[src/hw/bus_pkg.sv]
`default_nettype none

package bus_pkg;

    // master to slave half of a wishbone classic link
    typedef struct packed {
        logic        cyc;
        logic        stb;
        logic        we;
        // word address, not byte address
        logic [31:0] adr;
        logic [31:0] dat;
    } wb_req_t;

    // slave to master half
    typedef struct packed {
        logic        ack;
        logic [31:0] dat;
    } wb_rsp_t;

    // arbiter requesters, listed in priority order
    typedef enum logic [1:0] {
        mst_host  = 2'd0,
        mst_lsu   = 2'd1,
        mst_fetch = 2'd2
    } master_e;

endpackage

`default_nettype wire

[src/hw/mips_pkg.sv]
`default_nettype none

package mips_pkg;

    typedef logic [31:0] word_t;

    // primary opcodes, instr[31:26]
    typedef enum logic [5:0] {
        op_special = 6'h00,
        op_beq     = 6'h04,
        op_addiu   = 6'h09,
        op_lui     = 6'h0f,
        op_lw      = 6'h23,
        op_sw      = 6'h2b
    } opcode_e;

    // special functs, instr[5:0]
    typedef enum logic [5:0] {
        fn_addu = 6'h21,
        fn_subu = 6'h23,
        fn_and  = 6'h24,
        fn_or   = 6'h25,
        fn_slt  = 6'h2a
    } funct_e;

    typedef enum logic [2:0] {
        alu_add,
        alu_sub,
        alu_and,
        alu_or,
        alu_slt,
        alu_pass_b
    } alu_op_e;

    typedef struct packed {
        alu_op_e    alu_op;
        // b operand from the immediate field
        logic       use_imm;
        // immediate goes to the upper half (lui)
        logic       upper_imm;
        logic       reg_write;
        logic [4:0] dest;
        logic       mem_read;
        logic       mem_write;
        logic       branch;
    } decoded_t;

    // retirement report, addr 0 means no register written
    typedef struct packed {
        logic       valid;
        logic [4:0] addr;
        word_t      data;
    } rf_w_t;

endpackage

`default_nettype wire

[src/hw/load_store_unit.sv]
`timescale 1ns/1ps
`default_nettype none

module load_store_unit import bus_pkg::*; import mips_pkg::*; (
    input  logic    clk,
    input  logic    reset,
    input  logic    mem_go,
    input  logic    mem_we,
    input  word_t   mem_addr,
    input  word_t   store_data,
    output word_t   load_data,
    output logic    mem_done,
    output wb_req_t bus_req,
    input  wb_rsp_t bus_rsp
);
    logic  busy;
    logic  we;
    word_t adr;
    word_t dat;

    always_ff @(posedge clk) begin
        if (reset) begin
            busy     <= 1'b0;
            mem_done <= 1'b0;
        end else begin
            mem_done <= busy && bus_rsp.ack;
            if (mem_go) begin
                busy <= 1'b1;
            end else if (bus_rsp.ack) begin
                busy <= 1'b0;
            end
        end
    end

    // request fields stay put until ack
    always_ff @(posedge clk) begin
        if (mem_go) begin
            we  <= mem_we;
            adr <= {2'b00, mem_addr[31:2]};
            dat <= store_data;
        end
        if (busy && bus_rsp.ack && !we) begin
            load_data <= bus_rsp.dat;
        end
    end

    assign bus_req = '{cyc: busy, stb: busy, we: we, adr: adr, dat: dat};

    a_no_overlap: assert property (@(posedge clk) disable iff (reset)
        mem_go |-> !busy);

endmodule

`default_nettype wire

[config.mk]
export PLATFORM = sky130hd
export DESIGN_NAME = load_store_unit
export DESIGN_NICKNAME = d
export VERILOG_FILES = /design/src/hw/bus_pkg.sv /design/src/hw/mips_pkg.sv /design/src/hw/load_store_unit.sv
export SDC_FILE = /design/constraint.sdc
export NUM_CORES = 1
export LEC_CHECK = 0
export ABC_AREA = 1
export BUFFER_PORTS_ARGS = -buffer_cell sky130_fd_sc_hd__buf_2
export CELL_PAD_IN_SITES_DETAIL_PLACEMENT = 1
export CELL_PAD_IN_SITES_GLOBAL_PLACEMENT = 2
export CORE_MARGIN = 4
export CORE_UTILIZATION = 24
export DETAILED_ROUTE_END_ITERATION = 8
export GPL_ROUTABILITY_DRIVEN = 0
export GPL_TIMING_DRIVEN = 0
export PLACE_DENSITY = 0.82
export SLEW_MARGIN = 20
export SYNTH_ARGS = -nofsm -noshare
export SYNTH_HDL_FRONTEND = slang
export SYNTH_SLANG_ARGS = --single-unit
[constraint.sdc]
create_clock -name clk -period 2.1 [get_ports clk]
set_clock_uncertainty 0.05 [all_clocks]
set_input_delay 0.21 -clock clk [delete_from_list [all_inputs] [get_ports clk]]
set_output_delay 0.21 -clock clk [all_outputs]
set_load 0.05 [all_outputs]
==> impl_results.rst <==
.. list-table::
   :header-rows: 1

   * - Metric
     - Value
   * - Number of nets with antenna violations after routing
     - 0
   * - Share of the clock period used by the worst path
     - 81.3%
   * - Min-delay worst type
     - input pin to flop
   * - Vias per Instance
     - 3.83
   * - #FFs+latches synth
     - 97
   * - Synth unique cells
     - 9
   * - Relative max-transition margin
     - 46.1%
   * - PD cells
     - 843 mW/mm^2
   * - Boundary pin count
     - 201
   * - Avg Cell Area, Syn
     - 27.1 um^2
   * - Worst setup SP type
     - flop
   * - Via count
     - 2254
   * - Footprint of the multi-input gates
     - 46.3 um^2
   * - Final TNS setup
     - 0 ns
   * - Row count
     - 40
   * - Most frequent cells in the layout
     - buf_2, dlygate4sd3_1, edfxtp_1
   * - Critical path arrival
     - 1.70 ns
   * - Placed Instance Area
     - 0.00420 mm^2
   * - Most common library cell in the layout ignoring fill and taps
     - buf_2
   * - Pin count of the biggest net entering global routing
     - 65
   * - Clock latency of the later-clocked register in the worst-skew pair
     - 0.34 ns
   * - Maximum capacitance violations
     - 0
   * - Maximum achievable frequency
     - 0.586 GHz
   * - Detailed Route Iter0 Violations
     - 112
   * - Antenna violations before repair
     - 0
   * - Sequential area share after synthesis
     - 97.1%
   * - Gate Count Post-Synth
     - 110
   * - Number of levels in the clock H-tree
     - 3
   * - Sinks on Clock Net
     - 97
   * - Die W
     - 119 um
   * - Worst Max-Slew Pin Slew
     - 0.809 ns
   * - Maximum fanout count along the critical path
     - 18
   * - Leakage power
     - 0.00229 uW
   * - Total wire length after detailed routing
     - 9.74 mm
   * - Number of filler instances in the final layout
     - 1245
   * - Final critical path time including I/O delays and setup
     - 1.71 ns
   * - Total of buffers placed on input and output ports
     - 196
   * - Maximum buffer depth of the clock tree
     - 2
   * - Grt ovf
     - 0
   * - Cell area after technology mapping
     - 0.00298 mm^2
   * - DIE AREA
     - 0.0143 mm^2
   * - Routed wirelength normalized by instance count
     - 16.6 um
   * - Clock root buffer master
     - clkbuf_16
   * - Core region area
     - 0.0121 mm^2
   * - Height of the chip
     - 119 um
   * - Clock-pin slew on the worst setup and hold paths
     - 0.06 ns
   * - Area growth from synthesis to layout
     - 81.8%
   * - Effective utilization at floorplan
     - 24.7%
   * - Storage element area
     - 0.00289 mm^2
   * - Total of cells resized after clock tree synthesis
     - 0
   * - Crit Path Category
     - flop to flop
   * - Total global routing track utilization
     - 14.1%
   * - Number of warnings printed during yosys synthesis
     - 0
   * - Via count of the first global-routing pass
     - 2670
   * - Worst-case vdd ir drop
     - 0.516 mV
   * - # setup viols final
     - 0
   * - Status
     - finished clean
   * - Quantity of hold-fixing buffers added after cts
     - 96
   * - RSZ-0062 raised after global routing
     - false
   * - Max Slew Vio Count
     - 0
   * - Fin nets
     - 516
   * - Final Hold Violating Endpoints
     - 0
   * - CTS tree
     - yes
   * - Fraction of layout instances using a drive strength above 1
     - 52.1%
   * - Fin area
     - 0.00541 mm^2
   * - Antenna Cells
     - 0
   * - Crit path required time
     - 2.09 ns
   * - DRC viols
     - 0
   * - Wire length of the first global-routing pass
     - 15.1 mm
   * - Clock buffer count from CTS
     - 9
   * - Count of buffers added by post-CTS timing repair for setup
     - 0
   * - Detail Placement HPWL
     - 5.61 mm
   * - First-pass detailed-route iteration total
     - 4
   * - Endpoint type of the worst setup path
     - flop
==> final cells by class <==
class	count	share of cell area (%)
clock inverters	5	0.416
well taps	168	3.88
repair buffers	293	36.2
plain buffers	5	0.693
inverters	3	0.208
flip-flops and latches	97	53.4
multi-input cells	6	0.855
clock buffers	11	4.30
==> layer usage <==
layer | share of wire, % | vias to the layer above | global-route usage (%)
met5 | 0 | - | 0
met3 | 12 | 9 | 6.60
met1 | 37 | 1065 | 15.1
li1 | - | 1032 | -
met2 | 50 | 148 | 23.9
met4 | 1.3 | 0 | 5.80
==> cells in the mapped netlist <==
library cell / instances / area [um^2]
edfxtp_1: 95 / 2850
buf_4: 5 / 37.5
dfxtp_1: 2 / 40.0
inv_2: 2 / 7.51
nor3_2: 2 / 20.0
a21oi_2: 1 / 8.76
conb_1: 1 / 3.75
inv_1: 1 / 3.75
nand2_1: 1 / 3.75
==> flip-flops by register name (all words and copies together) (netlist names) <==
| signal | cells |
|---|---|
| busy | 1 |
| mem_done | 1 |
| adr | 30 |
| we | 1 |
| load_data | 32 |
| dat | 32 |
==> report_power, final <==
group	switching (uW)	internal [uW]
clock	663	789
sequential	32.2	2260
combinational	556	265
==> path summary, 6_finish.rpt <==
kind	start	end	slack (ns)	cells after the start
worst min register to register	busy$_SDFFE_PP0P_	busy$_SDFFE_PP0P_	0.48	2
worst max register to register	busy$_SDFFE_PP0P_	load_data[5]$_DFFE_PP_	0.39	3
worst max-delay path	busy$_SDFFE_PP0P_	load_data[5]$_DFFE_PP_	0.39	3
worst min-delay path	bus_rsp[32]	mem_done$_SDFF_PP0_	0.08	3
==> worst max-delay path, cell delays in order, from the launching register on <==
cell and delay, ns:
dfxtp_1 0.40, inv_2 0.08, nor3_4 0.61, buf_8 0.26
==> through the flow <==
step           hold WS [ns]  total power [uW]  instances  setup WS [ns]  util, %
4_1_cts              0.0612              4600        588          0.350     44.9
3_5_place_dp          0.338              3000        476          0.361     34.8
6_report             0.0837              4560        588          0.393     44.9
2_1_floorplan         0.222              2770        111          0.367        -
3_3_place_gp          0.336              2980        475          0.114     34.6
5_1_grt              0.0910              4760        588          0.255     44.9
==> logic make-up (layout without fill, tap and decap cells) <==
group | count (synthesis) | after routing | share of synthesized area [%]
other | 1 | 2 | 0.126
AO/OA/AOI/OAI | 1 | 1 | 0.294
flip-flops | 97 | 97 | 97.1
buffers and inverters | 8 | 317 | 1.64
AND/OR/NAND/NOR | 3 | 3 | 0.798
Note: power is estimated with default switching activity, not from simulation.
