`src/hw/bus_pkg.sv`:
```
`default_nettype none

package bus_pkg;

    // master to slave half of a wishbone classic link
    typedef struct packed {
        logic        cyc;
        logic        stb;
        logic        we;
        // word address, not byte address
        logic [31:0] adr;
        logic [31:0] dat;
    } wb_req_t;

    // slave to master half
    typedef struct packed {
        logic        ack;
        logic [31:0] dat;
    } wb_rsp_t;

    // arbiter requesters, listed in priority order
    typedef enum logic [1:0] {
        mst_host  = 2'd0,
        mst_lsu   = 2'd1,
        mst_fetch = 2'd2
    } master_e;

endpackage

`default_nettype wire

```
`src/hw/mips_pkg.sv`:
```
`default_nettype none

package mips_pkg;

    typedef logic [31:0] word_t;

    // primary opcodes, instr[31:26]
    typedef enum logic [5:0] {
        op_special = 6'h00,
        op_beq     = 6'h04,
        op_addiu   = 6'h09,
        op_lui     = 6'h0f,
        op_lw      = 6'h23,
        op_sw      = 6'h2b
    } opcode_e;

    // special functs, instr[5:0]
    typedef enum logic [5:0] {
        fn_addu = 6'h21,
        fn_subu = 6'h23,
        fn_and  = 6'h24,
        fn_or   = 6'h25,
        fn_slt  = 6'h2a
    } funct_e;

    typedef enum logic [2:0] {
        alu_add,
        alu_sub,
        alu_and,
        alu_or,
        alu_slt,
        alu_pass_b
    } alu_op_e;

    typedef struct packed {
        alu_op_e    alu_op;
        // b operand from the immediate field
        logic       use_imm;
        // immediate goes to the upper half (lui)
        logic       upper_imm;
        logic       reg_write;
        logic [4:0] dest;
        logic       mem_read;
        logic       mem_write;
        logic       branch;
    } decoded_t;

    // retirement report, addr 0 means no register written
    typedef struct packed {
        logic       valid;
        logic [4:0] addr;
        word_t      data;
    } rf_w_t;

endpackage

`default_nettype wire

```
`src/hw/fetch_unit.sv`:
```
`timescale 1ns/1ps
`default_nettype none

module fetch_unit import bus_pkg::*; import mips_pkg::*; #(
    parameter word_t reset_pc = '0
) (
    input  logic    clk,
    input  logic    reset,
    input  logic    fetch_go,
    input  logic    branch_taken,
    input  word_t   branch_offset,
    input  logic    run,
    output word_t   pc,
    output word_t   instr,
    output logic    instr_valid,
    output wb_req_t bus_req,
    input  wb_rsp_t bus_rsp
);
    logic  busy;
    logic  started;
    word_t next_pc;

    // first fetch after a start uses reset_pc as is
    always_comb begin
        if (!started) begin
            next_pc = reset_pc;
        end else if (branch_taken) begin
            next_pc = pc + 32'd4 + branch_offset;
        end else begin
            next_pc = pc + 32'd4;
        end
    end

    always_ff @(posedge clk) begin
        if (reset) begin
            pc          <= reset_pc;
            started     <= 1'b0;
            busy        <= 1'b0;
            instr_valid <= 1'b0;
        end else begin
            instr_valid <= 1'b0;
            if (fetch_go) begin
                pc      <= next_pc;
                started <= 1'b1;
                busy    <= 1'b1;
            end else if (busy && bus_rsp.ack) begin
                busy        <= 1'b0;
                instr_valid <= 1'b1;
            end else if (!run && !busy) begin
                // stopped, next start begins at reset_pc again
                pc      <= reset_pc;
                started <= 1'b0;
            end
        end
    end

    always_ff @(posedge clk) begin
        if (busy && bus_rsp.ack) begin
            instr <= bus_rsp.dat;
        end
    end

    assign bus_req = '{cyc: busy, stb: busy, we: 1'b0, adr: {2'b00, pc[31:2]}, dat: '0};

endmodule

`default_nettype wire

```
`config.mk`:
```
export PLATFORM = sky130hd
export DESIGN_NAME = fetch_unit
export DESIGN_NICKNAME = d
export VERILOG_FILES = /design/src/hw/bus_pkg.sv /design/src/hw/mips_pkg.sv /design/src/hw/fetch_unit.sv
export SDC_FILE = /design/constraint.sdc
export NUM_CORES = 1
export LEC_CHECK = 0
export ABC_AREA = 1
export BUFFER_PORTS_ARGS = -buffer_cell sky130_fd_sc_hd__buf_2
export CORE_ASPECT_RATIO = 0.8
export CORE_UTILIZATION = 43
export DETAILED_ROUTE_END_ITERATION = 8
export PLACE_DENSITY = 0.72
export SETUP_SLACK_MARGIN = 0.4
export SYNTH_ARGS = -nofsm -noshare
export SYNTH_HDL_FRONTEND = slang
export SYNTH_SLANG_ARGS = --single-unit
```
`constraint.sdc`:
```
create_clock -name clk -period 2.5 [get_ports clk]
set_clock_uncertainty 0.15 [all_clocks]
set_input_delay 0.375 -clock clk [delete_from_list [all_inputs] [get_ports clk]]
set_output_delay 0.375 -clock clk [all_outputs]
set_load 0.02 [all_outputs]
```
==> impl_metrics.py <==
metrics = {
    "run_status": {
        "outcome": "complete, but fails checks",
        "violations": "negative setup slack",
    },
    "yosys": {
        "synth_cells": 980,
        "ys_warn_count": 0,
        "ys_types": 39,
        "synth_edf_count": 32,
        "ys_seq_area_frac": 0.265,
        "yosys_register_bits": 67,
        "async_flop_share": 0,
        "synth_area_um2": 6280,
        "synth_ff_type": "dfxtp_1",
        "syn_avg_cell_area_um2": 6.40,
    },
    "placed_design": {
        "place.gp.congestion": 0.924,
        "dp_hpwl_mm": 16.6,
        "io_buffers": 166,
        "place_area_um2": 8440,
        "place_ws_ns": -0.541,
    },
    "setup_path": {
        "cp_cell_sequence": "nand2_4 -> nor2_2 -> nand3_1 -> xor2_1 -> buf_4 -> inv_1 -> ha_1 -> nand2_4 -> inv_1 -> nand2_1 -> nand2_1 -> buf_4 -> nand2_1 -> nand2_2 -> a21oi_2 -> nand2_1 -> nand2_1 -> nand3_2 -> nand2_1 -> a21oi_2",
        "end_kind": "register",
        "critical_path_required_ns": 2.54,
        "max_stage_delay_ns": 0.38,
        "cp_slowest_cell": "dfxtp_4",
        "crit_buf_inv": 4,
        "worst-setup-path-type": "register to register",
        "cp_max_fo": 4,
        "cp_top_family": "simple AND/OR/NAND/NOR gates",
        "start_kind": "register",
        "crit_top_cell": "nand2_1",
        "crit_arrival_ns": 2.93,
    },
    "cts": {
        "cts_buffers": 9,
        "ctsHtreeMaxLevel": 3,
        "cts_sinks": 67,
        "clk_pin_slew_ns": 0.06,
        "cts_root_buffer": "clkbuf_16",
        "clkLatencyLatePin_ns": 0.34,
        "clockBufferDepth": 2,
        "cts_tree": "built",
    },
    "timing": {
        "hold_viol_final": 0,
        "rsz0062_at_grt": "true",
        "max_freq_ghz": 0.346,
        "slew_viol_final": 0,
        "tightest_slew_ns": 0.822,
        "finalCriticalPeriod_ns": 2.89,
        "slew_headroom": 0.452,
        "setup_viol": 23,
        "period_share": 1.16,
        "setup_slack_ns": -0.390,
    },
    "floorplanning": {
        "fp.dieW_um": 137,
        "rows": 39,
        "die_height_um": 110,
        "ios": 202,
        "die-area_um2": 15100,
        "start_util": 0.440,
        "design.core.area_um2": 14200,
    },
    "global_route": {
        "grt_max_degree": 36,
        "track_usage": 0.289,
        "overflow": 0,
        "antenna_found_initial": 0,
        "grt_pass1_wl_mm": 33.1,
        "grt_pass1_vias": 6761,
    },
    "drt": {
        "via_count": 7361,
        "ant_nets": 0,
        "post-route-drc-count": 0,
        "vias_per_cell": 5.03,
        "dr.pass1.iters": 5,
        "drt_iter0_markers": 708,
        "wirelength_mm": 22.7,
        "wl_per_cell_um": 15.5,
    },
    "power_and_ir_drop": {
        "vdd_drop_max_mv": 0.287,
        "power.leakage_uw": 0.00527,
        "power_frac_comb": 0.284,
        "p_sw_uw": 1080,
        "p_clk_frac": 0.369,
        "power_frac_seq": 0.348,
        "powerDensity_nw_per_um2": 341,
        "total_power_uw": 3450,
        "p_sw_frac": 0.314,
        "power.internal_uw": 2370,
    },
    "layout": {
        "nets": 1383,
        "diodes": 0,
        "finalInstanceArea_um2": 10100,
        "ff_latch_area_um2": 1740,
        "synthToLayoutAreaGrowth_pct": 61.6,
        "layout-drive-gt1-share": 0.512,
        "fillCellCount": 1082,
        "final_cell_mix": "nand2_1 (243), buf_2 (166), buf_4 (154)",
        "final_common_cell": "nand2_1",
        "multi_input_area_um2": 5170,
    },
    "min_path": {
        "hold_path_class": "primary input to register",
    },
    "job": {
        "maxCapViolCount": 0,
    },
}
cell usage after synthesis, types with 2 or more instances:
library cell	count	area, um2
o21ai_0	25	125
nand4_1	7	43.8
nor3_1	10	50.1
nor3_2	2	20.0
xnor2_2	3	48.8
clkbuf_1	9	33.8
nand2_4	2	22.5
a21o_1	2	15.0
dfxtp_1	35	701
nand2_1	335	1260
nor2_4	2	22.5
a21oi_1	63	315
or2_2	3	18.8
xor2_1	12	105
xor2_2	2	32.5
o21bai_1	6	45.0
nor2_8	2	40.0
a21oi_2	2	17.5
o211ai_1	4	30.0
inv_2	4	15.0
and2_1	3	18.8
ha_1	37	463
inv_1	141	529
buf_2	3	15.0
xnor2_1	8	70.1
nor2_1	71	267
nand3_1	70	350
nor2_2	2	12.5
a31oi_1	4	25.0
buf_4	71	533
edfxtp_1	32	961
power by group through the flow:
stage                     Combinational, uW  Sequential (uW)  Clock (uW)
after floorplan                         487             1270           0
after global placement                  782             1220           0
after detailed placement                792             1220           0
after CTS                               875             1200        1290
after global routing                   1050             1210        1320
final                                   980             1200        1270
area by class of cell:
cell class	instances	area share
Timing Repair Buffer	333	0.212
Clock inverter	4	0.00494
Clock buffer	12	0.0243
Sequential cell	67	0.172
Tap cell	184	0.0227
Multi-Input combinational cell	719	0.510
Inverter	145	0.0547
layer usage:
| layer | part of all wire | GRT usage | up-vias |
|---|---|---|---|
| met5 | 0 | 0 | - |
| met4 | 0.027 | 0.0840 | 0 |
| met3 | 0.077 | 0.0498 | 57 |
| met2 | 0.47 | 0.474 | 332 |
| met1 | 0.42 | 0.389 | 3392 |
| li1 | - | - | 3580 |
logic make-up (layout without fill, tap and decap cells):
group           after synthesis  in the layout  share of synthesized area
simple gates                513            513                      0.344
buf+inv                     228            494                      0.179
compound gates              108            108                     0.0939
flops                        67             67                      0.265
fa+ha+maj                    38             38                     0.0770
xor+xnor                     25             25                     0.0409
other cells                   1             35                   0.000598
registers in the layout (all words and copies together), names as in the netlist:
name and cells:
instr_valid 1, instr 32, started 1, pc 32, busy 1
stage by stage:
stage / hold WS (ns) / std cells / setup TNS, ns / util
global route: 0.0498 / 1464 / -9.57 / 0.712
CTS: 0.0515 / 1448 / -4.61 / 0.659
finish: 0.0603 / 1464 / -6.15 / 0.712
floorplan: 0.288 / 1014 / -0.00469 / -
detailed placement: 0.323 / 1421 / -8.20 / 0.592
global placement: 0.297 / 1421 / -7.04 / 0.592
path summary, 6_finish.rpt:
check / from / depth (start not counted) / endpoint / slack [ns]
setup / recovery: pc[6] / 20 / pc[27] / -0.39
setup reg to reg: pc[6] / 20 / pc[27] / -0.39
hold / removal: bus_rsp[23] / 1 / instr[23] / 0.06
hold reg to reg: started / 2 / started / 0.33
repair_timing:
item                                    in CTS  in global routing
pin swaps                                   64                 79
hold buffers                                 0                  0
endpoints found under the setup margin      27                 28
resized for setup                          120                147
buffers inserted                            11                 16
Power figures use the tool's default switching activity.
