File: src/hw/mips_pkg.sv
`default_nettype none

package mips_pkg;

    typedef logic [31:0] word_t;

    // primary opcodes, instr[31:26]
    typedef enum logic [5:0] {
        op_special = 6'h00,
        op_beq     = 6'h04,
        op_addiu   = 6'h09,
        op_lui     = 6'h0f,
        op_lw      = 6'h23,
        op_sw      = 6'h2b
    } opcode_e;

    // special functs, instr[5:0]
    typedef enum logic [5:0] {
        fn_addu = 6'h21,
        fn_subu = 6'h23,
        fn_and  = 6'h24,
        fn_or   = 6'h25,
        fn_slt  = 6'h2a
    } funct_e;

    typedef enum logic [2:0] {
        alu_add,
        alu_sub,
        alu_and,
        alu_or,
        alu_slt,
        alu_pass_b
    } alu_op_e;

    typedef struct packed {
        alu_op_e    alu_op;
        // b operand from the immediate field
        logic       use_imm;
        // immediate goes to the upper half (lui)
        logic       upper_imm;
        logic       reg_write;
        logic [4:0] dest;
        logic       mem_read;
        logic       mem_write;
        logic       branch;
    } decoded_t;

    // retirement report, addr 0 means no register written
    typedef struct packed {
        logic       valid;
        logic [4:0] addr;
        word_t      data;
    } rf_w_t;

endpackage

`default_nettype wire

File: src/hw/datapath.sv
`timescale 1ns/1ps
`default_nettype none

module datapath import mips_pkg::*; (
    input  logic  clk,
    input  logic  reset,
    input  logic  run,
    output logic  fetch_go,
    output logic  branch_taken,
    output word_t branch_offset,
    input  word_t pc,
    input  word_t instr,
    input  logic  instr_valid,
    output logic  mem_go,
    output logic  mem_we,
    output word_t mem_addr,
    output word_t store_data,
    input  word_t load_data,
    input  logic  mem_done,
    output rf_w_t rfwrite,
    output word_t wb_pc
);
    typedef enum logic [2:0] {s_idle, s_fetch, s_execute, s_memory, s_retire} state_e;

    state_e     state;
    word_t      ir;
    word_t      cur_pc;
    word_t      rf [32];
    decoded_t   dec;
    opcode_e    opcode;
    funct_e     funct;
    word_t      rs_val;
    word_t      rt_val;
    word_t      imm_val;
    word_t      alu_b;
    word_t      alu_y;
    word_t      result;
    logic [4:0] dest;
    logic       is_mem;
    logic       retiring;

    assign opcode = opcode_e'(ir[31:26]);
    assign funct  = funct_e'(ir[5:0]);

    // decoder, anything unknown falls out as a no-op
    always_comb begin
        dec        = '0;
        dec.alu_op = alu_add;
        case (opcode)
            op_special: begin
                dec.reg_write = 1'b1;
                dec.dest      = ir[15:11];
                case (funct)
                    fn_addu: dec.alu_op = alu_add;
                    fn_subu: dec.alu_op = alu_sub;
                    fn_and:  dec.alu_op = alu_and;
                    fn_or:   dec.alu_op = alu_or;
                    fn_slt:  dec.alu_op = alu_slt;
                    default: dec.reg_write = 1'b0;
                endcase
            end
            op_addiu: begin
                dec.use_imm   = 1'b1;
                dec.reg_write = 1'b1;
                dec.dest      = ir[20:16];
            end
            op_lui: begin
                dec.alu_op    = alu_pass_b;
                dec.use_imm   = 1'b1;
                dec.upper_imm = 1'b1;
                dec.reg_write = 1'b1;
                dec.dest      = ir[20:16];
            end
            op_lw: begin
                dec.use_imm   = 1'b1;
                dec.mem_read  = 1'b1;
                dec.reg_write = 1'b1;
                dec.dest      = ir[20:16];
            end
            op_sw: begin
                dec.use_imm   = 1'b1;
                dec.mem_write = 1'b1;
            end
            op_beq: begin
                dec.alu_op = alu_sub;
                dec.branch = 1'b1;
            end
            default: ;
        endcase
    end

    assign rs_val  = rf[ir[25:21]];
    assign rt_val  = rf[ir[20:16]];
    assign imm_val = dec.upper_imm ? {ir[15:0], 16'h0000} : {{16{ir[15]}}, ir[15:0]};
    assign alu_b   = dec.use_imm ? imm_val : rt_val;

    always_comb begin
        case (dec.alu_op)
            alu_add:    alu_y = rs_val + alu_b;
            alu_sub:    alu_y = rs_val - alu_b;
            alu_and:    alu_y = rs_val & alu_b;
            alu_or:     alu_y = rs_val | alu_b;
            alu_slt:    alu_y = {31'd0, $signed(rs_val) < $signed(alu_b)};
            default:    alu_y = alu_b;
        endcase
    end

    assign is_mem = dec.mem_read || dec.mem_write;
    // non-memory ops retire in execute, memory ops one cycle after mem_done
    assign retiring = (state == s_execute && !is_mem) || state == s_retire;

    assign fetch_go      = run && (state == s_idle || retiring);
    assign branch_taken  = retiring && dec.branch && alu_y == '0;
    assign branch_offset = {{14{ir[15]}}, ir[15:0], 2'b00};

    assign mem_go     = state == s_execute && is_mem;
    assign mem_we     = dec.mem_write;
    assign mem_addr   = alu_y;
    assign store_data = rt_val;

    assign dest   = dec.reg_write ? dec.dest : 5'd0;
    assign result = dec.mem_read ? load_data : alu_y;

    assign rfwrite.valid = retiring;
    assign rfwrite.addr  = retiring ? dest : 5'd0;
    assign rfwrite.data  = (retiring && dest != 5'd0) ? result : '0;
    assign wb_pc         = cur_pc;

    always_ff @(posedge clk) begin
        if (reset) begin
            state <= s_idle;
        end else begin
            case (state)
                s_idle: begin
                    if (run) begin
                        state <= s_fetch;
                    end
                end
                s_fetch: begin
                    if (instr_valid) begin
                        state <= s_execute;
                    end
                end
                s_execute: begin
                    if (is_mem) begin
                        state <= s_memory;
                    end else begin
                        state <= run ? s_fetch : s_idle;
                    end
                end
                s_memory: begin
                    if (mem_done) begin
                        state <= s_retire;
                    end
                end
                default: state <= run ? s_fetch : s_idle;
            endcase
        end
    end

    always_ff @(posedge clk) begin
        if (state == s_fetch && instr_valid) begin
            ir     <= instr;
            cur_pc <= pc;
        end
    end

    // register file, r0 is never written
    always_ff @(posedge clk) begin
        if (reset) begin
            for (int i = 0; i < 32; i++) begin
                rf[i] <= '0;
            end
        end else if (rfwrite.valid && rfwrite.addr != 5'd0) begin
            rf[rfwrite.addr] <= rfwrite.data;
        end
    end

    a_r0_clean: assert property (@(posedge clk) disable iff (reset)
        rfwrite.valid |-> (rfwrite.addr != 5'd0 || rfwrite.data == '0) ##1 rf[0] == '0);

endmodule

`default_nettype wire

File: config.mk
export PLATFORM = sky130hd
export DESIGN_NAME = datapath
export DESIGN_NICKNAME = d
export VERILOG_FILES = /design/src/hw/mips_pkg.sv /design/src/hw/datapath.sv
export SDC_FILE = /design/constraint.sdc
export NUM_CORES = 2
export LEC_CHECK = 0
export ABC_CLOCK_PERIOD_IN_PS = 13250
export BUFFER_PORTS_ARGS = -buffer_cell sky130_fd_sc_hd__buf_2
export CAP_MARGIN = 25
export CORE_UTILIZATION = 50
export DETAILED_ROUTE_END_ITERATION = 10
export PLACE_DENSITY = 0.74
export SLEW_MARGIN = 20
export SYNTH_ARGS = -nofsm -noshare
export SYNTH_HDL_FRONTEND = slang
export SYNTH_SLANG_ARGS = --single-unit
File: constraint.sdc
create_clock -name clk -period 13.25 [get_ports clk]
set_input_delay 0.6625 -clock clk [delete_from_list [all_inputs] [get_ports clk]]
set_output_delay 0.6625 -clock clk [all_outputs]
set_load 0.01 [all_outputs]
==> impl_metrics.ini <==
[logic_synthesis]
synth_top_cell_area_share_pct = 53.3
syn_area_per_cell_um2 = 14.0
synth_ff_type = edfxtp_1
synth-seq-cells = 1101
ys_types = 100
ys_warn_count = 0
synth_area_leaders = edfxtp_1 (53%), mux4_2 (23%), nor2_1 (6.6%)
yosys.area.top_type = edfxtp_1
ys_seq_area_share_pct = 53.8
async_flop_share_pct = 0
synth.most_common_cell = edfxtp_1
synthCells = 4376
netlist_area_um2 = 61300
synthTopCellsByCount = edfxtp_1 (1088), nor2_1 (1074), mux4_2 (626), clkbuf_1 (272), a21oi_1 (135)
synth_edf_count = 1088

[final_layout]
nNetsFinal = 4646
multi_input_area_um2 = 26200
fillCellCount = 9463
syn2layout_area_growth_pct = 10.6
regArea_um2 = 33000
drive_gt1_share_pct = 30.5
final_util_pct = 55.7

[timing]
setup_viol = 0
timing.final.crit_share_pct = 67.4
timing.fmax_ghz = 0.112
worst_pin_slew_ps = 1090
relSlewSlack_pct = 27.1
fin_skew_ps = 40.8
fin_setup_tns_ps = 0
rsz0062_at_grt = false
hold_viol = 0
layout_min_cycle_time_ps = 8930
drv_slew = 0
whs_ps = 74.8

[setup_path]
end_kind = primary output
crit_fanout = 41
cp-start-kind = flip-flop
crit_type = flip-flop to primary output
crit_chain = buf_4, buf_4, mux4_2, mux4_2, mux2i_1, inv_1, a21boi_0, ha_1, a21oi_1, o21ai_1, a221oi_2, a21oi_1, or2_1, a221oi_4, o21bai_1, a21oi_1, mux2i_4, buf_4, nor2_1, buf_2
max_stage_delay_ps = 670
worstPathRequired_ps = 12590
cpMaxStageDelayCell = buf_4
crit_buf_inv = 5
cp_data_arrival_time_ps = 8270
critPathTopFamily = compound AO/OA/AOI/OAI gates

[global_routing]
busiest_layer = met2
track_usage_pct = 35.3
grt_max_degree = 127
grt_pass1_vias = 42900
overflow = 0
use_met2_pct = 52.3
grt_use_met3_pct = 11.6
use_met1_pct = 44.6
antenna_found_initial = 6
grt_pass1_wl_mm = 310

[route]
detail_route.wirelength_mm = 222
dr.pass1.iters = 7
drt-initial-drc-count = 8600
vias = 44200
viasPerCell = 7.16
route.detailed.wl_per_inst_um = 35.9
drc = 0
ant_nets = 0

[die]
coreArea_um2 = 122000
die_w_um = 352
die-area_um2 = 124000
fp.dieH_um = 352
ioPinCount = 271
initial_core_util_pct = 50.3
num_rows = 128

[min_path]
min_path_type = input port to flip-flop

[placed_design]
gp_congestion = 1.04
port_buffers = 268
post-dp-hpwl_mm = 128

[power]
vdd_ir_drop_max_mv = 0.115
p_leak_nw = 23.8
finalPower_mw = 9.44
powerDensity_nw_per_um2 = 139

[clock_tree]
cts_tree = yes
cts-root-buf = clkbuf_16
cts_setup_buffers = 0
clock_sinks = 1101
hold_buffers = 0
clockBufferDepth = 3
path_clk_slew_ps = 60
htreeDepth = 3
cts_buffers = 111
insertion_delay_ps = 770
post_cts_resized = 0

[run]
drv_cap = 0

[outcome]
status = finished clean
-- cells by family after synthesis --
group | after synthesis | share of synthesized area, %
DFF | 1101 | 53.8
buffers and inverters | 603 | 4.28
AOI/OAI and AO/OA | 400 | 4.45
other | 1 | 0.00612
adders and majority gates | 98 | 2.03
muxes | 731 | 25.2
and+or+nand+nor | 1419 | 9.91
xor gates and xnor gates | 23 | 0.329
-- sequential cells by signal, indices dropped and copies added (netlist names), named ones only --
signal  flops
wb_pc      32
state       3
rf       1024
ir         32
-- layer usage --
metal | vias to the layer above | wire (um)
met5 | - | 216
met4 | 6 | 16800
met3 | 921 | 36800
met2 | 4590 | 97800
met1 | 21900 | 70200
li1 | 16800 | -
-- through the flow --
stage | setup slack [ps] | instances | cell area, um2
CTS | 4310 | 6156 | 67700
detailed placement | 5140 | 5956 | 64100
finish | 4320 | 6169 | 67800
global route | 3940 | 6160 | 67700
global placement | 5220 | 5953 | 64000
floorplan | 6580 | 4409 | 61400
-- worst paths after layout --
check | startpoint | endpoint | slack (ps) | depth (start not counted)
worst max-delay path | flip-flop | rfwrite[0] | 4320 | 20
worst max register to register | flip-flop | rf[25][18]$_SDFFCE_PN0P_ | 5560 | 19
worst min-delay path | pc[29] | wb_pc[29]$_DFFE_PP_ | 70 | 1
worst min register to register | ir[23]$_DFFE_PP_ | flip-flop | 470 | 1
-- power by group --
| part | leakage [nW] | internal [mW] | switching, mW |
|---|---|---|---|
| clock | 1.75 | 1.79 | 1.40 |
| sequential | 11.2 | 3.95 | 0.0985 |
| combinational | 10.8 | 0.816 | 1.38 |
-- area by class of cell --
class                           count  area share (%)
Antenna cell                       10          0.0369
Multi-Input combinational cell   2705            38.7
Tap cell                         1625            3.00
Clock buffer                      134            4.29
Sequential cell                  1101            48.7
Clock inverter                     66            1.02
Timing Repair Buffer              392            3.55
Inverter                          136           0.753
-- layout by cell type (no fill, tap or decap), types with 14 or more instances in the layout --
cell	n
edfxtp_1	1088
nor2_1	1070
mux4_2	626
buf_2	268
a21oi_1	135
inv_1	129
clkbuf_16	114
buf_4	114
ha_1	96
nand2_1	81
mux2_2	62
o21ai_0	44
conb_1	34
nand3_1	32
nand2_2	30
clkinv_1	25
a221oi_1	24
nor3_1	24
mux2i_1	22
nor2_4	21
nand2b_4	21
clkbuf_1	21
xnor2_1	18
clkinv_2	18
a21boi_0	16
or3_1	16
o21bai_1	16
o211ai_1	16
o31ai_1	14
(Power assumes the default switching activity.)
