<file path="src/hw/bus_pkg.sv">
`default_nettype none

package bus_pkg;

    // master to slave half of a wishbone classic link
    typedef struct packed {
        logic        cyc;
        logic        stb;
        logic        we;
        // word address, not byte address
        logic [31:0] adr;
        logic [31:0] dat;
    } wb_req_t;

    // slave to master half
    typedef struct packed {
        logic        ack;
        logic [31:0] dat;
    } wb_rsp_t;

    // arbiter requesters, listed in priority order
    typedef enum logic [1:0] {
        mst_host  = 2'd0,
        mst_lsu   = 2'd1,
        mst_fetch = 2'd2
    } master_e;

endpackage

`default_nettype wire

</file>
<file path="src/hw/wb_arbiter.sv">
`timescale 1ns/1ps
`default_nettype none

module wb_arbiter import bus_pkg::*; #(
    parameter int mem_words = 1024
) (
    input  logic    clk,
    input  logic    reset,
    input  wb_req_t host_req,
    input  wb_req_t lsu_req,
    input  wb_req_t fetch_req,
    output wb_rsp_t host_rsp,
    output wb_rsp_t lsu_rsp,
    output wb_rsp_t fetch_rsp,
    output wb_req_t mem_req,
    input  wb_rsp_t mem_rsp
);
    localparam int addr_bits = $clog2(mem_words);

    master_e grant;
    master_e next_grant;
    logic    owned;
    logic    any_cyc;
    wb_req_t sel_req;

    always_comb begin
        case (grant)
            mst_host: sel_req = host_req;
            mst_lsu:  sel_req = lsu_req;
            default:  sel_req = fetch_req;
        endcase
    end

    // fixed priority, host first
    always_comb begin
        next_grant = grant;
        if (host_req.cyc) begin
            next_grant = mst_host;
        end else if (lsu_req.cyc) begin
            next_grant = mst_lsu;
        end else if (fetch_req.cyc) begin
            next_grant = mst_fetch;
        end
    end

    assign any_cyc = host_req.cyc | lsu_req.cyc | fetch_req.cyc;

    // re-arbitrate only once the owner has let go of cyc
    always_ff @(posedge clk) begin
        if (reset) begin
            grant <= mst_host;
            owned <= 1'b0;
        end else if (!owned || !sel_req.cyc) begin
            grant <= next_grant;
            owned <= any_cyc;
        end
    end

    always_comb begin
        mem_req = '0;
        if (owned) begin
            mem_req     = sel_req;
            // fold the address into the memory range
            mem_req.adr = 32'(sel_req.adr[addr_bits-1:0]);
        end
    end

    // read data fans out, ack only to the owner
    always_comb begin
        host_rsp  = '{ack: 1'b0, dat: mem_rsp.dat};
        lsu_rsp   = '{ack: 1'b0, dat: mem_rsp.dat};
        fetch_rsp = '{ack: 1'b0, dat: mem_rsp.dat};
        if (owned) begin
            case (grant)
                mst_host: host_rsp.ack = mem_rsp.ack;
                mst_lsu:  lsu_rsp.ack = mem_rsp.ack;
                default:  fetch_rsp.ack = mem_rsp.ack;
            endcase
        end
    end

    a_ack_needs_cyc: assert property (@(posedge clk) disable iff (reset)
        (host_rsp.ack -> host_req.cyc) && (lsu_rsp.ack -> lsu_req.cyc) &&
        (fetch_rsp.ack -> fetch_req.cyc));

    a_grant_held: assert property (@(posedge clk) disable iff (reset)
        owned && sel_req.cyc |=> grant == $past(grant));

endmodule

`default_nettype wire

</file>
<file path="config.mk">
export PLATFORM = sky130hd
export DESIGN_NAME = wb_arbiter
export DESIGN_NICKNAME = d
export VERILOG_FILES = /design/src/hw/bus_pkg.sv /design/src/hw/wb_arbiter.sv
export SDC_FILE = /design/constraint.sdc
export NUM_CORES = 1
export LEC_CHECK = 0
export ABC_AREA = 0
export BUFFER_PORTS_ARGS = -buffer_cell sky130_fd_sc_hd__buf_4
export CAP_MARGIN = 20
export CORE_AREA = 2 2 158 160
export DETAILED_ROUTE_END_ITERATION = 8
export DIE_AREA = 0 0 160 162
export SLEW_MARGIN = 20
export SYNTH_ARGS = -nofsm -noshare
export SYNTH_HDL_FRONTEND = slang
export SYNTH_SLANG_ARGS = --single-unit
</file>
<file path="constraint.sdc">
create_clock -name clk -period 1.6 [get_ports clk]
set_input_delay 0.32 -clock clk [delete_from_list [all_inputs] [get_ports clk]]
set_output_delay 0.32 -clock clk [all_outputs]
set_load 0.02 [all_outputs]
</file>
==> flow_metrics.env, run 1 <==
export IMPL_dp_hpwl_um=6360
export IMPL_first_pass_iters=4
export IMPL_syn_avg_cell_area_um2=6.82
export IMPL_cts_inserted_buffers=3
export IMPL_run_status="finished with violations"
export IMPL_track_usage=0.0596
export IMPL_r2r_start="grant[0]"
export IMPL_wl_um=8500
export IMPL_cts_root_buf="clkbuf_16"
export IMPL_drt_iter0_markers=60
export IMPL_arrival_ns=1.47
export IMPL_startpoint="grant[0]"
export IMPL_hp_class="input pin to flip-flop"
export IMPL_cts_tree="yes"
export IMPL_yosysTopAreaCell="buf_4"
export IMPL_p_leak_nw=1.62
export IMPL_wl_per_cell_um=11.3
export IMPL_cts_path_max_buffers=2
export IMPL_setup_violations=46
export IMPL_antenna_found_initial=0
export IMPL_port_buffers=185
export IMPL_vias=2363
export IMPL_synth_area_top_cells="buf_4, mux2i_1, and2_1"
export IMPL_drive_gt1_frac=0.522
export IMPL_synth_seq_cells=3
export IMPL_viasPerCell=3.15
export IMPL_fin_crit_ns=1.79
export IMPL_final_nets=664
export IMPL_grt_start_max_net_pins=49
export IMPL_maxSlewViolCount=0
export IMPL_area_growth_pct=62.1
export IMPL_pwr_density_cell_nw_per_um2=415
export IMPL_fin_area_um2=3750
export IMPL_cts_sinks=3
export IMPL_hold_viol=0
export IMPL_cts_max_level=1
export IMPL_synth_cells=339
export IMPL_initial_core_util=0.0959
export IMPL_rsz0062_at_grt="yes"
export IMPL_io_pins=402
export IMPL_die_x_um=160
export IMPL_fmax_mhz=560
export IMPL_antenna_left=0
export IMPL_required_ns=1.28
export IMPL_criticalPathCategory="flip-flop to output port"
export IMPL_end_kind="output port"
export IMPL_final_util=0.155
export IMPL_drc=0
export IMPL_synth_warning_count=0
export IMPL_violations="negative setup slack"
export IMPL_gp_congestion=0.627
export IMPL_diodes=0
export IMPL_cp_max_fo=8
export IMPL_clock_latency_ns=0.22
export IMPL_worst_slack_ns=-0.187
export IMPL_placed_area_um2=3320
export IMPL_syn_area_um2=2310
export IMPL_irDropWorstVdd_v=0.000509
export IMPL_netlist_cell_type_count=22
export IMPL_rows=57
export IMPL_grt_overflow=0
export IMPL_fin_crit_sh=1.12
export IMPL_hp_start="reset"
export IMPL_setup_tns_ns=-5.92
export IMPL_ctsHoldBuffers=0
export IMPL_dieArea_um2=25900
export IMPL_crit_path_start_kind="flip-flop"
export IMPL_grt_pass1_vias=2363
export IMPL_coreArea_um2=24100
export IMPL_fin_skew_ns=0.00102
export IMPL_clkTransAtPathRegs_ns=0.03
export IMPL_grt_pass1_wl_um=12500
export IMPL_synth_seq_area_share=0.0260
export IMPL_yosysTopAreaCellShare=0.393
export IMPL_die_h_um=162
export IMPL_maxCapViolCount=0
[path summary, 6_finish.rpt]
kind / endpoint / slack, ns / depth (start not counted)
worst max-delay path: mem_req[34] / -0.19 / 6
worst min-delay path: grant[1] / 0.28 / 2
worst max register to register: grant[0] / 0.31 / 6
worst min register to register: grant[0] / 0.59 / 2
[where the power goes]
group	leakage (nW)	internal, mW	total, mW	switching (mW)
Sequential	0.0263	0.0788	0.0885	0.00978
Combinational	1.55	0.603	1.07	0.463
Clock	0.0382	0.329	0.400	0.0711
Total	1.62	1.01	1.55	0.544
[final cells by class]
type / instances / area [um2]
Fill cell: 2751 / 20400
Timing Repair Buffer: 202 / 1820
Multi-Input combinational cell: 218 / 1370
Tap cell: 324 / 405
Clock buffer: 4 / 78.8
Sequential cell: 3 / 68.8
[synth_stat cells]
cell type / count
buf_4: 121
nand2_1: 47
mux2i_1: 46
and2_1: 45
o21ai_0: 44
clkbuf_1: 10
buf_2: 5
nor2_1: 4
dfxtp_1: 3
nor3_1: 2
a22oi_1: 1
a2bb2oi_1: 1
and3_1: 1
buf_12: 1
buf_6: 1
buf_8: 1
conb_1: 1
nand3b_1: 1
nor3b_1: 1
o21ai_1: 1
o2bb2ai_1: 1
o32ai_2: 1
[stage by stage]
step / hold slack [ns] / total power [mW] / setup slack, ns / cells
after floorplan: 0.392 / 0.914 / 0.0737 / 360
after global placement: 0.513 / 0.991 / -0.0275 / 741
after detailed placement: 0.510 / 1.00 / -0.00692 / 741
after CTS: 0.277 / 1.53 / -0.198 / 749
after global routing: 0.284 / 1.65 / -0.257 / 751
final: 0.281 / 1.55 / -0.187 / 751
[timing repair]
action / 4_1_cts / 5_1_grt
setup endpoints to repair: 45 / 48
gates resized for setup: 76 / 20
buffers inserted: 2 / 2
pin swaps: 12 / 9
gates cloned: 2 / 0
[cells by family after synthesis]
logic type,count (synthesis),share of synthesized area
buffers and inverters,139,0.440
AND/OR/NAND/NOR,101,0.218
AO/OA/AOI/OAI,49,0.115
multiplexers,46,0.199
flip-flops,3,0.0260
other,1,0.00162
[flip-flops by register name, summed over array words and instances (netlist names)]
register / count
owned: 1
grant: 2
[worst max-delay path: stages (launching register included)]
cell and delay, ns:
dfxtp_4 0.38, buf_12 0.15, buf_6 0.12, mux2i_2 0.21, o21ai_1 0.08, and2_1 0.17, buf_6 0.13
[routing by layer]
layer,GRT usage,up-vias,wire length (um)
met1,0.0668,1035,3160
met4,0.0233,0,228
met3,0.0171,29,855
met5,0,-,0
met2,0.107,158,4250
li1,-,1141,-
[cell usage in the layout, fill, tap and decap left out]
cell type / count
a22oi_1: 1
a2bb2oi_1: 1
and2_1: 41
and2_4: 4
and3_1: 1
buf_12: 7
buf_16: 2
buf_4: 147
buf_6: 44
buf_8: 2
clkbuf_1: 1
clkbuf_16: 3
conb_1: 22
dfxtp_2: 1
dfxtp_4: 2
mux2i_1: 36
mux2i_2: 9
mux2i_4: 1
nand2_1: 47
nand3b_1: 1
nor2_1: 4
nor3_1: 2
nor3b_1: 1
o21ai_0: 13
o21ai_1: 32
o2bb2ai_1: 1
o32ai_2: 1
(Power assumes the default switching activity.)
==> run 2, diff against run 1 <==
- CORE_AREA: 2 2 158 160 -> 2 2 157 159
- DIE_AREA: 0 0 160 162 -> 0 0 159 161
- SLEW_MARGIN: 20 -> 40
- clock period: 1.6 -> 2.1 ns (I/O delays scaled with it)
==> run 2 against run 1 <==
The flow now finishes without violations. Design area down 11%. Largest cell class unchanged. Highest routed layer unchanged. Critical endpoint is now mem_req[16]. Utilization down 1.6 points. Count of clock-buffer cells in the layout unchanged. Die area down 1.2%. Sequential power down 19%.
==> flow_metrics.env, run 2 (synthesis gave the netlist of run 1 again) <==
export IMPL_wl_per_cell_um=10.2
export IMPL_track_usage=0.0544
export IMPL_reg_largest_list="grant (2), owned (1)"
export IMPL_diodes=0
export IMPL_largest_reg_flops=2
export IMPL_cts_root_buf="clkbuf_16"
export IMPL_die_h_um=161
export IMPL_cts_inserted_buffers=3
export IMPL_placed_area_um2=3250
export IMPL_vias=2253
export IMPL_fillers=2791
export IMPL_p_leak_nw=1.46
export IMPL_cts_path_max_buffers=2
export IMPL_rows=57
export IMPL_fmax_mhz=519
export IMPL_cp_slowest_cell="dfxtp_4"
export IMPL_min_path_cells=2
export IMPL_rrSetupSlack_ns=0.81
export IMPL_fin_skew_ns=0.00172
export IMPL_antenna_left=0
export IMPL_criticalPathCategory="flip-flop to output port"
export IMPL_hold_viol=0
export IMPL_cp_cell_sequence="buf_12 > mux2i_1 > o21ai_0 > and2_1 > buf_4"
export IMPL_gr_max_usage_layer="met2"
export IMPL_wl_um=7560
export IMPL_startpoint="grant[0]"
export IMPL_cp_max_fo=23
export IMPL_cts_tree="yes"
export IMPL_port_buffers=185
export IMPL_io_pins=402
export IMPL_maxCapViolCount=0
export IMPL_regMostFlops="grant"
export IMPL_clock_latency_ns=0.22
export IMPL_max_stage_delay_ns=0.36
export IMPL_gp_congestion=0.653
export IMPL_post_cts_buffers=0
export IMPL_setup_violations=0
export IMPL_cts_resized=0
export IMPL_fin_crit_ns=1.93
export IMPL_met1_usage=0.0603
export IMPL_drt_iter0_markers=82
export IMPL_grt_overflow=0
export IMPL_grt_start_max_net_pins=97
export IMPL_layout_commonest_cell="buf_4"
export IMPL_grt_pass1_wl_um=11600
export IMPL_setup_tns_ns=0
export IMPL_maxSlewViolCount=0
export IMPL_rsz0062_at_grt="no"
export IMPL_drc=0
export IMPL_use_met3=0.0198
export IMPL_hp_start="reset"
export IMPL_cts_sinks=3
export IMPL_first_pass_iters=4
export IMPL_pwr_density_cell_nw_per_um2=311
export IMPL_grtUsageMet2=0.0968
export IMPL_ctsHoldBuffers=0
export IMPL_cts_max_level=1
export IMPL_die_x_um=159
export IMPL_cp_num_buf_inv=2
export IMPL_irDropWorstVdd_v=0.000750
export IMPL_end_kind="output port"
export IMPL_dieArea_um2=25600
export IMPL_hp_class="input pin to flip-flop"
export IMPL_layout_common_cells="buf_4, nand2_1, mux2i_1"
export IMPL_final_nets=651
export IMPL_antenna_found_initial=0
export IMPL_rr_worst_depth=4
export IMPL_coreArea_um2=24000
export IMPL_r2r_start="owned"
export IMPL_grt_pass1_vias=2272
export IMPL_area_growth_pct=44.2
export IMPL_viasPerCell=3.05
export IMPL_initial_core_util=0.0965
export IMPL_clkTransAtPathRegs_ns=0.03
export IMPL_arrival_ns=1.51
export IMPL_dp_cells=734
export IMPL_required_ns=1.68
export IMPL_dp_hpwl_um=6120
export IMPL_worstReg2RegEnd="grant[0]"
export IMPL_fin_area_um2=3330
export IMPL_crit_family="flip-flops"
export IMPL_final_cells=738
export IMPL_worst_hold_path_endpoint="owned"
export IMPL_crit_path_start_kind="flip-flop"
export IMPL_final_util=0.139
export IMPL_run_status="complete, no violations"
export IMPL_fin_crit_sh=0.917
export IMPL_drive_gt1_frac=0.473
-- run 2: cell count changes in the layout (fill, tap and decap cells not counted), sizes merged --
cell,change
buf,-13
-- run 2: layer usage --
layer  vias up  routed length (um)
li1       1112                   -
met1       959                2780
met2       142                3720
met3        40                 814
met4         0                 250
met5         -                   0
-- run 2: where the power goes --
part	internal (mW)	leakage, nW	switching [mW]
registers	0.0609	0.0260	0.0110
clock network	0.250	0.0382	0.0474
logic	0.361	1.40	0.306
total	0.672	1.46	0.365
-- run 2: worst reg2reg max path, cell delays in order (launching register included) --
cell and delay, ns:
dfxtp_2 0.58, buf_12 0.22, nand2_1 0.07, a2bb2oi_1 0.19
o32ai_2 0.10
-- run 2: cell type report --
cell class / instances / area (um2) / area share
timing repair buffer: 189 / 1470 / 0.441
multi-input combinational: 218 / 1310 / 0.394
tap: 324 / 405 / 0.122
clock buffer: 4 / 78.8 / 0.0236
sequential: 3 / 66.3 / 0.0199
-- run 2: worst max path at each step --
stage / endpoint / slack [ns] / cells after the start
after floorplan: lsu_rsp[32] / 0.47 / 4
after global placement: mem_req[16] / 0.40 / 5
after detailed placement: mem_req[16] / 0.38 / 5
after CTS: mem_req[16] / 0.15 / 5
after global routing: mem_req[14] / 0.1 / 5
final: mem_req[16] / 0.17 / 5
-- run 2: stage by stage --
stage	power (mW)	hold WS, ns	setup slack [ns]
after floorplan	0.696	0.492	0.474
after global placement	0.739	0.608	0.395
after detailed placement	0.747	0.607	0.384
after CTS	1.05	0.378	0.146
after global routing	1.11	0.398	0.0953
final	1.04	0.380	0.173
==> run 3, diff against run 2 <==
--- a/constraint.sdc
+++ b/constraint.sdc
@@ -3,2 +3,2 @@
 set_output_delay 0.42 -clock clk [all_outputs]
-set_load 0.02 [all_outputs]
+set_load 0.05 [all_outputs]
==> run 3 against run 2 <==
Final cell count is 0.27% higher. Critical path depth stayed put. Power is 21% higher. Count of clock-buffer cells in the layout stayed put. Design area is 0.83% higher. Wire length hardly changed. Sequential share of layout area is 0.058 points higher. Clock power is 3% higher. Register-to-register slack better by 0.23 ns. Non-clock buffer count is 2 higher. Combinational power is 33% higher. Critical path type unchanged. Largest cell class unchanged. Highest routed layer unchanged.
==> flow_metrics.env, run 3 (synthesis gave the netlist of run 1 again) <==
export IMPL_grt_pass1_wl_um=11700
export IMPL_initial_core_util=0.0965
export IMPL_wl_per_cell_um=10.2
export IMPL_end_kind="output port"
export IMPL_regMostFlops="grant"
export IMPL_rsz0062_at_grt="no"
export IMPL_drt_iter0_markers=71
export IMPL_reg_largest_list="grant (2), owned (1)"
export IMPL_fin_skew_ns=0.00334
export IMPL_dp_cells=736
export IMPL_cts_root_buf="clkbuf_16"
export IMPL_arrival_ns=1.54
export IMPL_wl_met2_um=3760
export IMPL_layout_commonest_cell="buf_4"
export IMPL_diodes=0
export IMPL_gp_congestion=0.667
export IMPL_port_buffers=185
export IMPL_maxSlewViolCount=0
export IMPL_cts_inserted_buffers=3
export IMPL_hp_class="input pin to flip-flop"
export IMPL_track_usage=0.0544
export IMPL_antenna_found_initial=0
export IMPL_dr_wl_met3_um=918
export IMPL_io_pins=402
export IMPL_highest_layer="met4"
export IMPL_grt_pass1_vias=2265
export IMPL_cts_path_max_buffers=2
export IMPL_required_ns=1.68
export IMPL_final_nets=653
export IMPL_largest_reg_flops=2
export IMPL_maxCapViolCount=0
export IMPL_setup_violations=0
export IMPL_irDropWorstVdd_v=0.000315
export IMPL_hold_worst_slack_ns=0.379
export IMPL_die_x_um=159
export IMPL_cp_max_fo=24
export IMPL_p_total_mw=1.25
export IMPL_layout_common_cells="buf_4, nand2_1, mux2i_1"
export IMPL_drc=0
export IMPL_cts_tree="yes"
export IMPL_viasPerCell=3.08
export IMPL_post_cts_buffers=0
export IMPL_run_status="complete, no violations"
export IMPL_die_h_um=161
export IMPL_grt_overflow=0
export IMPL_p_leak_nw=1.47
export IMPL_pwr_density_cell_nw_per_um2=373
export IMPL_fin_crit_ns=1.96
export IMPL_crit_path_start_kind="flip-flop"
export IMPL_fmax_mhz=511
export IMPL_setup_tns_ns=0
export IMPL_final_cells=740
export IMPL_ctsHoldBuffers=0
export IMPL_cts_sinks=3
export IMPL_fillers=2809
export IMPL_cts_max_level=1
export IMPL_dieArea_um2=25600
export IMPL_clkTransAtPathRegs_ns=0.03
export IMPL_dp_hpwl_um=6440
export IMPL_fin_crit_sh=0.932
export IMPL_area_growth_pct=45.3
export IMPL_rows=57
export IMPL_antenna_left=0
export IMPL_hold_viol=0
export IMPL_drive_gt1_frac=0.481
export IMPL_coreArea_um2=24000
export IMPL_met1_length_um=2680
export IMPL_wl_um=7570
export IMPL_clock_latency_ns=0.23
export IMPL_vias=2277
export IMPL_grt_start_max_net_pins=49
export IMPL_first_pass_iters=5
export IMPL_cts_resized=0
export IMPL_criticalPathCategory="flip-flop to output port"
## run 3: layer usage
metal | vias to the layer above | global-route usage
met4 | 0 | 0.0178
met3 | 36 | 0.0203
li1 | 1114 | -
met5 | - | 0
met1 | 989 | 0.0586
met2 | 138 | 0.0984
## run 3: worst paths after layout
kind	from	endpoint	slack, ns	depth (start not counted)
max reg2reg	grant[1]	grant[0]	1.04	4
max	grant[0]	mem_req[16]	0.14	5
min reg2reg	owned	grant[0]	0.74	3
min	reset	owned	0.38	2
## run 3: final cells by class
class	instances	area (um2)	share of cell area
Timing Repair Buffer	191	1480	0.442
Clock buffer	4	78.8	0.0235
Multi-Input combinational cell	218	1320	0.394
Sequential cell	3	68.8	0.0205
Tap cell	324	405	0.121
## run 3: critical path: stages, from the launching register on
cell	delay [ns]
dfxtp_4	0.36
buf_12	0.20
mux2i_1	0.27
o21ai_0	0.10
and2_1	0.16
buf_4	0.18
## run 3: stage by stage
step,worst slack (ns),utilization,cell area (um2)
after detailed placement,0.361,0.137,3280
after global placement,0.400,0.137,3280
after global routing,0.0993,0.140,3360
after CTS,0.131,0.140,3360
final,0.143,0.140,3360
after floorplan,0.309,-,2400
## run 3: report_power, final
part | internal [mW] | switching (mW) | leakage, nW | total, mW
Combinational | 0.365 | 0.520 | 1.41 | 0.886
Sequential | 0.0599 | 0.00361 | 0.0263 | 0.0635
Clock | 0.251 | 0.0548 | 0.0382 | 0.306
Total | 0.676 | 0.579 | 1.47 | 1.25
